$ cat src/include/rename_macros.svh
`ifndef RENAME_MACROS_SVH
`define RENAME_MACROS_SVH

// Architectural register file seen by software.
`define ARCH_REGS 32
`define AREG_W 5

// Physical register pool behind the alias table.
`define PHYS_REGS 64
`define PREG_W 6

`endif

$ cat src/rtl/rename_pkg.sv
`default_nettype none

`include "rename_macros.svh"

package rename_pkg;

  typedef enum logic [3:0] {
    OP,
    OP_IMM,
    LOAD,
    STORE,
    BRANCH,
    JAL,
    JALR,
    LUI,
    UNKNOWN
  } opcode_e;

  // --------------------------------------------------------------------------
  // Stage 1 to stage 2
  // --------------------------------------------------------------------------
  typedef struct packed {
    logic [31:0]          pc;
    opcode_e              opcode;
    logic [`AREG_W-1:0]   rs1;
    logic [`AREG_W-1:0]   rs2;
    logic [`AREG_W-1:0]   rd;
    logic                 writes;
    logic                 jumps;
  } decoded_instr_t;

  typedef struct packed {
    decoded_instr_t [1:0] slot;
    logic                 valid;
  } decoded_pair_t;

  // --------------------------------------------------------------------------
  // Resolver and alias table
  // --------------------------------------------------------------------------
  typedef struct packed {
    logic [`AREG_W-1:0] rs1;
    logic [`AREG_W-1:0] rs2;
    logic [`AREG_W-1:0] rd;
    logic               alloc;
  } query_slot_t;

  typedef struct packed {
    query_slot_t [1:0] slot;
    logic              commit;
  } rename_query_t;

  typedef struct packed {
    logic [`PREG_W-1:0] prs1;
    logic [`PREG_W-1:0] prs2;
    logic [`PREG_W-1:0] new_preg;
  } reply_slot_t;

  typedef struct packed {
    reply_slot_t [1:0] slot;
    logic [6:0]        free_count;
  } rename_reply_t;

  // --------------------------------------------------------------------------
  // Renamed output
  // --------------------------------------------------------------------------
  typedef struct packed {
    logic [31:0]        pc;
    opcode_e            opcode;
    logic [`PREG_W-1:0] prs1;
    logic [`PREG_W-1:0] prs2;
    logic [`PREG_W-1:0] prd;
    logic [`AREG_W-1:0] rd;
    logic               writes;
    logic               jumps;
    logic               tag;
  } renamed_instr_t;

  typedef struct packed {
    renamed_instr_t [1:0] slot;
  } renamed_pair_t;

endpackage

`default_nettype wire

$ cat src/rtl/pair_decoder.sv
`timescale 1ns/1ps
`default_nettype none

module pair_decoder (
  input  logic                     global_bus,
  input  logic                     reset,
  input  logic                     in_valid,
  input  logic [31:0]              in_pc,
  input  logic [63:0]              in_words,
  input  logic                     stall,
  input  logic                     hold,
  output rename_pkg::decoded_pair_t decoded
);

  function automatic rename_pkg::decoded_instr_t decode_word(input logic [31:0] word,
                                                             input logic [31:0] pc);
    rename_pkg::decoded_instr_t d;
    rename_pkg::opcode_e        op;
    logic                       use_rs1;
    logic                       use_rs2;
    case (word[6:0])
      7'b0110011: op = rename_pkg::OP;
      7'b0010011: op = rename_pkg::OP_IMM;
      7'b0000011: op = rename_pkg::LOAD;
      7'b0100011: op = rename_pkg::STORE;
      7'b1100011: op = rename_pkg::BRANCH;
      7'b1101111: op = rename_pkg::JAL;
      7'b1100111: op = rename_pkg::JALR;
      7'b0110111: op = rename_pkg::LUI;
      default:    op = rename_pkg::UNKNOWN;
    endcase
    use_rs1 = op inside {rename_pkg::OP, rename_pkg::OP_IMM, rename_pkg::LOAD,
                         rename_pkg::STORE, rename_pkg::BRANCH, rename_pkg::JALR};
    use_rs2 = op inside {rename_pkg::OP, rename_pkg::STORE, rename_pkg::BRANCH};
    d.pc     = pc;
    d.opcode = op;
    d.writes = !(op inside {rename_pkg::STORE, rename_pkg::BRANCH});
    d.jumps  = op inside {rename_pkg::BRANCH, rename_pkg::JAL, rename_pkg::JALR};
    d.rs1    = use_rs1 ? word[19:15] : '0;
    d.rs2    = use_rs2 ? word[24:20] : '0;
    // Store and branch reuse bits 11:7 for the immediate.
    d.rd     = d.writes ? word[11:7] : '0;
    return d;
  endfunction

  rename_pkg::decoded_instr_t [1:0] slot_d;
  rename_pkg::decoded_instr_t [1:0] slot_q;
  logic                             valid_q;
  logic                             load;

  assign slot_d[0] = decode_word(in_words[31:0], in_pc);
  assign slot_d[1] = decode_word(in_words[63:32], in_pc + 32'd4);

  // The stage moves only when the resolver takes the pair it holds.
  assign load = !stall && !hold;

  always_ff @(posedge global_bus) begin
    if (reset) begin
      valid_q <= 1'b0;
    end else if (load) begin
      valid_q <= in_valid &&
                 slot_d[0].opcode != rename_pkg::UNKNOWN &&
                 slot_d[1].opcode != rename_pkg::UNKNOWN;
    end
  end

  always_ff @(posedge global_bus) begin
    if (load) begin
      slot_q <= slot_d;
    end
  end

  assign decoded.slot  = slot_q;
  assign decoded.valid = valid_q;

endmodule

`default_nettype wire

$ cat src/rtl/rename_table.sv
`timescale 1ns/1ps
`default_nettype none

`include "rename_macros.svh"

module rename_table (
  input  logic                      global_bus,
  input  logic                      reset,
  input  rename_pkg::rename_query_t query,
  output rename_pkg::rename_reply_t reply,
  input  logic                      free_valid,
  input  logic [`PREG_W-1:0]        free_preg
);

  logic [`PREG_W-1:0]    map_q [`ARCH_REGS];
  logic [`PHYS_REGS-1:0] free_q;
  logic [`PREG_W-1:0]    first_free;
  logic [`PREG_W-1:0]    second_free;
  logic [6:0]            free_count;
  logic [`PREG_W-1:0]    new_preg [2];

  // --------------------------------------------------------------------------
  // Lowest two free registers and the pool size
  // --------------------------------------------------------------------------
  always_comb begin
    free_count  = '0;
    first_free  = '0;
    second_free = '0;
    for (int i = 0; i < `PHYS_REGS; i++) begin
      if (free_q[i]) begin
        if (free_count == 7'd0) first_free = `PREG_W'(i);
        if (free_count == 7'd1) second_free = `PREG_W'(i);
        free_count = free_count + 7'd1;
      end
    end
  end

  // Slot 1 gets the lowest register when slot 0 takes none.
  assign new_preg[0] = first_free;
  assign new_preg[1] = query.slot[0].alloc ? second_free : first_free;

  always_comb begin
    for (int s = 0; s < 2; s++) begin
      reply.slot[s].prs1     = (query.slot[s].rs1 == '0) ? '0 : map_q[query.slot[s].rs1];
      reply.slot[s].prs2     = (query.slot[s].rs2 == '0) ? '0 : map_q[query.slot[s].rs2];
      reply.slot[s].new_preg = new_preg[s];
    end
    reply.free_count = free_count;
  end

  // --------------------------------------------------------------------------
  // State update
  // --------------------------------------------------------------------------
  always_ff @(posedge global_bus) begin
    if (reset) begin
      for (int i = 0; i < `ARCH_REGS; i++) begin
        map_q[i] <= `PREG_W'(i);
      end
      free_q <= {{(`PHYS_REGS - `ARCH_REGS){1'b1}}, {`ARCH_REGS{1'b0}}};
    end else begin
      if (free_valid) begin
        free_q[free_preg] <= 1'b1;
      end
      // Slot 1 is written last, so it wins on an equal rd.
      if (query.commit) begin
        for (int s = 0; s < 2; s++) begin
          if (query.slot[s].alloc) begin
            free_q[new_preg[s]]       <= 1'b0;
            map_q[query.slot[s].rd] <= new_preg[s];
          end
        end
      end
    end
  end

  free_legal_a: assert property (@(posedge global_bus) disable iff (reset)
    free_valid |-> (free_preg != '0 && !free_q[free_preg]));

  // The resolver's stall must keep commits within the free pool.
  commit_fits_a: assert property (@(posedge global_bus) disable iff (reset)
    query.commit |-> (7'(query.slot[0].alloc) + 7'(query.slot[1].alloc)) <= free_count);

endmodule

`default_nettype wire

$ cat src/rtl/resolver.sv
`timescale 1ns/1ps
`default_nettype none

`include "rename_macros.svh"

module resolver (
  input  logic                      global_bus,
  input  logic                      reset,
  input  rename_pkg::decoded_pair_t decoded,
  input  logic                      hold,
  output logic                      stall,
  output rename_pkg::rename_query_t query,
  input  rename_pkg::rename_reply_t reply,
  output logic                      out_valid,
  output rename_pkg::renamed_pair_t out_pair
);

  function automatic logic depends(input logic [`AREG_W-1:0] rd,
                                   input logic [`AREG_W-1:0] rs);
    return rd != '0 && rd == rs;
  endfunction

  logic [1:0]                alloc;
  logic [6:0]                need;
  logic                      commit;
  rename_pkg::renamed_pair_t renamed;

  // --------------------------------------------------------------------------
  // Allocation demand and stall
  // --------------------------------------------------------------------------
  always_comb begin
    for (int s = 0; s < 2; s++) begin
      alloc[s] = decoded.valid && decoded.slot[s].writes && decoded.slot[s].rd != '0;
    end
  end

  assign need   = 7'(alloc[0]) + 7'(alloc[1]);
  assign stall  = decoded.valid && (need > reply.free_count);
  assign commit = decoded.valid && !stall && !hold;

  always_comb begin
    for (int s = 0; s < 2; s++) begin
      query.slot[s].rs1   = decoded.slot[s].rs1;
      query.slot[s].rs2   = decoded.slot[s].rs2;
      query.slot[s].rd    = decoded.slot[s].rd;
      query.slot[s].alloc = alloc[s];
    end
    query.commit = commit;
  end

  // --------------------------------------------------------------------------
  // Renamed pair
  // --------------------------------------------------------------------------
  always_comb begin
    for (int s = 0; s < 2; s++) begin
      renamed.slot[s].pc     = decoded.slot[s].pc;
      renamed.slot[s].opcode = decoded.slot[s].opcode;
      renamed.slot[s].prs1   = reply.slot[s].prs1;
      renamed.slot[s].prs2   = reply.slot[s].prs2;
      renamed.slot[s].prd    = alloc[s] ? reply.slot[s].new_preg : '0;
      renamed.slot[s].rd     = decoded.slot[s].rd;
      renamed.slot[s].writes = decoded.slot[s].writes;
      renamed.slot[s].jumps  = decoded.slot[s].jumps;
      renamed.slot[s].tag    = 1'b0;
    end
    // The table has not seen slot 0's write yet, so bypass it here.
    if (depends(decoded.slot[0].rd, decoded.slot[1].rs1)) begin
      renamed.slot[1].prs1 = reply.slot[0].new_preg;
    end
    if (depends(decoded.slot[0].rd, decoded.slot[1].rs2)) begin
      renamed.slot[1].prs2 = reply.slot[0].new_preg;
    end
    // Slot 1 is speculative behind a jump in slot 0.
    renamed.slot[1].tag = decoded.slot[0].jumps && !decoded.slot[1].jumps;
  end

  always_ff @(posedge global_bus) begin
    if (reset) begin
      out_valid <= 1'b0;
    end else if (!hold) begin
      out_valid <= commit;
    end
  end

  always_ff @(posedge global_bus) begin
    if (commit) begin
      out_pair <= renamed;
    end
  end

  no_output_on_stall_a: assert property (@(posedge global_bus) disable iff (reset)
    (stall && !hold) |=> !out_valid);

endmodule

`default_nettype wire

$ cat src/rtl/rename_top.sv
`timescale 1ns/1ps
`default_nettype none

`include "rename_macros.svh"

module rename_top (
  input  logic                      global_bus,
  input  logic                      reset,
  input  logic                      in_valid,
  input  logic [31:0]               in_pc,
  input  logic [63:0]               in_words,
  input  logic                      hold,
  input  logic                      free_valid,
  input  logic [`PREG_W-1:0]        free_preg,
  output logic                      stall,
  output logic                      out_valid,
  output rename_pkg::renamed_pair_t out_pair
);

  rename_pkg::decoded_pair_t decoded;
  rename_pkg::rename_query_t query;
  rename_pkg::rename_reply_t reply;

  pair_decoder u_decoder (
    .global_bus (global_bus),
    .reset      (reset),
    .in_valid   (in_valid),
    .in_pc      (in_pc),
    .in_words   (in_words),
    .stall      (stall),
    .hold       (hold),
    .decoded    (decoded)
  );

  resolver u_resolver (
    .global_bus (global_bus),
    .reset      (reset),
    .decoded    (decoded),
    .hold       (hold),
    .stall      (stall),
    .query      (query),
    .reply      (reply),
    .out_valid  (out_valid),
    .out_pair   (out_pair)
  );

  rename_table u_table (
    .global_bus (global_bus),
    .reset      (reset),
    .query      (query),
    .reply      (reply),
    .free_valid (free_valid),
    .free_preg  (free_preg)
  );

endmodule

`default_nettype wire

$ cat config.mk
export PLATFORM = sky130hd
export DESIGN_NAME = rename_top
export DESIGN_NICKNAME = d
export VERILOG_FILES = /design/src/rtl/rename_pkg.sv /design/src/rtl/pair_decoder.sv /design/src/rtl/rename_table.sv /design/src/rtl/resolver.sv /design/src/rtl/rename_top.sv
export VERILOG_INCLUDE_DIRS = /design/src /design/src/include
export SDC_FILE = /design/constraint.sdc
export NUM_CORES = 2
export LEC_CHECK = 0
export BUFFER_PORTS_ARGS = -buffer_cell sky130_fd_sc_hd__buf_2
export CELL_PAD_IN_SITES_DETAIL_PLACEMENT = 1
export CELL_PAD_IN_SITES_GLOBAL_PLACEMENT = 1
export CORE_MARGIN = 3
export CORE_UTILIZATION = 24
export CTS_CLUSTER_SIZE = 20
export DETAILED_ROUTE_END_ITERATION = 8
export PLACE_DENSITY_LB_ADDON = 0.1
export SYNTH_ARGS = -nofsm -noshare
export SYNTH_HDL_FRONTEND = slang
export SYNTH_HIERARCHICAL = 1
export SYNTH_SLANG_ARGS = --single-unit
$ cat constraint.sdc
create_clock -name global_bus -period 67.1 [get_ports global_bus]
set_input_delay 6.71 -clock global_bus [delete_from_list [all_inputs] [get_ports global_bus]]
set_output_delay 6.71 -clock global_bus [all_outputs]
set_load 0.005 [all_outputs]
==> metrics.yaml <==
die:
  core_area_um2: 181000
  io_pins: 233
  die_area_um2: 188000
  rows: 156
  die_h_um: 433
  initial_utilization_pct: 24.2
  die_width_um: 433
timing:
  slew_violations: 0
  clock.fmax_mhz: 19.6
  whs_ps: 404
  fin_crit_sh_pct: 76.0
  setup_violations: 0
  min_period_ps: 50980
  maxSlewHeadroom_pct: 15.3
  fin_ws_ps: 16120
  fin_setup_tns_ps: 0
  report.final.hold_viol_count: 0
  grt_setup_unrepaired: "false"
  skew_ps: 49.9
  worstMarginPinSlew_ps: 1260
cts:
  cts_tree: "built"
  cts_max_level: 2
  ctsLongestPathBuffers: 3
  insertion_delay_ps: 690
  cts.reportedPaths.clkPinSlew_ps: 60
  cts_made_buffers: 59
  cts_hold_buf: 0
  cts.sinks: 485
  cts_resized: 0
  root_buffer: "clkbuf_16"
  postCtsSetupRepairBufs: 0
setup_path:
  crit_type: "reg -> out"
  r2r_setup_slack_ps: 20260
  required_ps: 60390
  crit_fanout: 14
  worstReg2RegEnd: "u_table/map_q[9][3]"
  worstReg2RegStart: "u_table/free_q[0]"
  worst_r2r_path_depth: 219
  start_kind: "register"
  crit_slowest_cell: "o21ai_0"
  critPathMaxStageDelay_ps: 560
  cp-startpoint: "u_table/free_q[0]"
  cp.arrival_ps: 44270
  worstSetupEndpointType: "primary output"
  critPathMostFrequentCell: "ha_1"
finish:
  layout_commonest_cell: "edfxtp_1"
  fillers: 20626
  layout-drive-gt1-share_pct: 17.7
  fin_cells: 6926
  final_cell_mix: "edfxtp_1 (419), nand2_1 (412), nor2_1 (349)"
  area_growth_pct: 12.4
  nets: 4802
grt:
  grt_pass1_vias: 37740
  grt_max_degree: 76
  antenna_found_initial: 10
  grt_overflow: 0
  grt_usage_pct: 19.0
  grt_pass1_wl_um: 267000
yosys:
  post_synth_num_cell_types: 124
  synth_ff_type: "edfxtp_1"
  ys_ff_latch: 485
  async_flop_share_pct: 0
  ys_warn_count: 6
  avgSynthCellArea_um2: 9.84
  syn_nets: 4744
  synth_edf_count: 419
  syn-cell-area_um2: 43800
  postSynthCellCount: 4450
  seq_area_frac_synth_pct: 31.7
placed_design:
  post-place-ws_ps: 16680
  gp_congestion: 0.815
  io_buffers: 211
  place_inst: 6817
  hpwl_um: 137000
detailed_routing:
  antenna_left: 0
  vias: 36392
  drtPass1Iterations: 5
  vias_per_cell: 5.25
  wire_per_inst_um: 26.4
  wl_met1_um: 79400
  routed_wirelength_um: 183000
  drcViolationCount: 0
  wl_met3_um: 6060
  dr_wl_met2_um: 91700
  drtIter0Drc: 2100
  topRoutingLayerUsed: "met4"
outcome:
  status: "finished clean"
min_path:
  min_path_type: "reg -> reg"
  min_to: "u_resolver/out_pair[49]"
  holdCritStartpoint: "u_decoder/decoded[41]"
  holdPathStages: 0
flow_run:
  maxCapViolCount: 0
[kinds of logic after synthesis]
family	Yosys count	synth area share, %
simple gates	1615	19.0
buf+inv	482	4.56
mux	334	14.7
compound gates	934	14.7
xor+xnor	408	9.97
fa+ha+maj	191	5.43
flops	485	31.7
other cells	1	0.00856
[registers in the layout, indices dropped and copies added (netlist names)]
signal / cells
u_resolver/out_valid: 1
u_decoder/valid_q: 1
u_table/map_q: 192
u_resolver/out_pair: 123
u_decoder/decoded: 104
u_table/free_q: 64
[critical path: cells and delay by family (launching register included)]
family	cells	cell delay, ps
mux	15	4060
xor+xnor	2	530
buf+inv	26	2670
fa+ha+maj	61	18560
simple gates	51	6840
compound gates	57	10460
flops	1	400
[how the worst max path moves through the flow]
stage	endpoint	slack [ps]	cells past startpoint
6_report	stall	16120	212
5_1_grt	stall	11780	214
4_1_cts	stall	15720	214
3_5_place_dp	stall	16680	214
3_3_place_gp	stall	17050	214
2_1_floorplan	stall	23420	212
[per-layer routing]
metal / up-vias / GRT usage (%)
li1: 16917 / -
met1: 18486 / 24.4
met2: 774 / 33.9
met3: 215 / 1.65
met4: 0 / 5.25
met5: - / 0
[per-stage QoR]
stage	util, %	instance area, um^2
after global routing	27.2	49200
after global placement	26.1	47200
after floorplan	-	43800
final	27.2	49200
after CTS	27.2	49200
after detailed placement	26.1	47200
[final cells by class]
class                   instances  area, um^2  area share (%)
multi-input cells            3483       28000            56.9
flip-flops and latches        485       13900            28.2
well taps                    2370        2970            6.02
repair buffers                278        1560            3.17
clock buffers                  66        1500            3.05
inverters                     201         759            1.54
clock inverters                42         532            1.08
diodes                          1        2.50         0.00508
[synth_stat cells (39+ instances only)]
master    instances  share of area, %
a21oi_1         178               2.0
a22oi_1          85               1.5
and2_1           83               1.2
and3_1           63              0.90
buf_1            51              0.44
buf_4            39              0.67
clkbuf_1        166               1.4
dfxtp_1          66               3.0
edfxtp_1        419                29
ha_1            187               5.3
inv_1           192               1.6
mux2i_1          62               1.4
mux4_2          240                12
nand2_1         412               3.5
nand2b_1         53              0.76
nand3_1         129               1.5
nand4_1          71               1.0
nor2_1          352               3.0
nor3_1          123               1.4
nor4_1           45              0.64
o21ai_0         136               1.6
o22ai_1         130               1.9
or3_1            58              0.83
xnor2_1         234               4.7
xor2_1          109               2.2
Power is not shown: default switching activity piles up to over one toggle a cycle in this logic, so the estimate is an artifact.
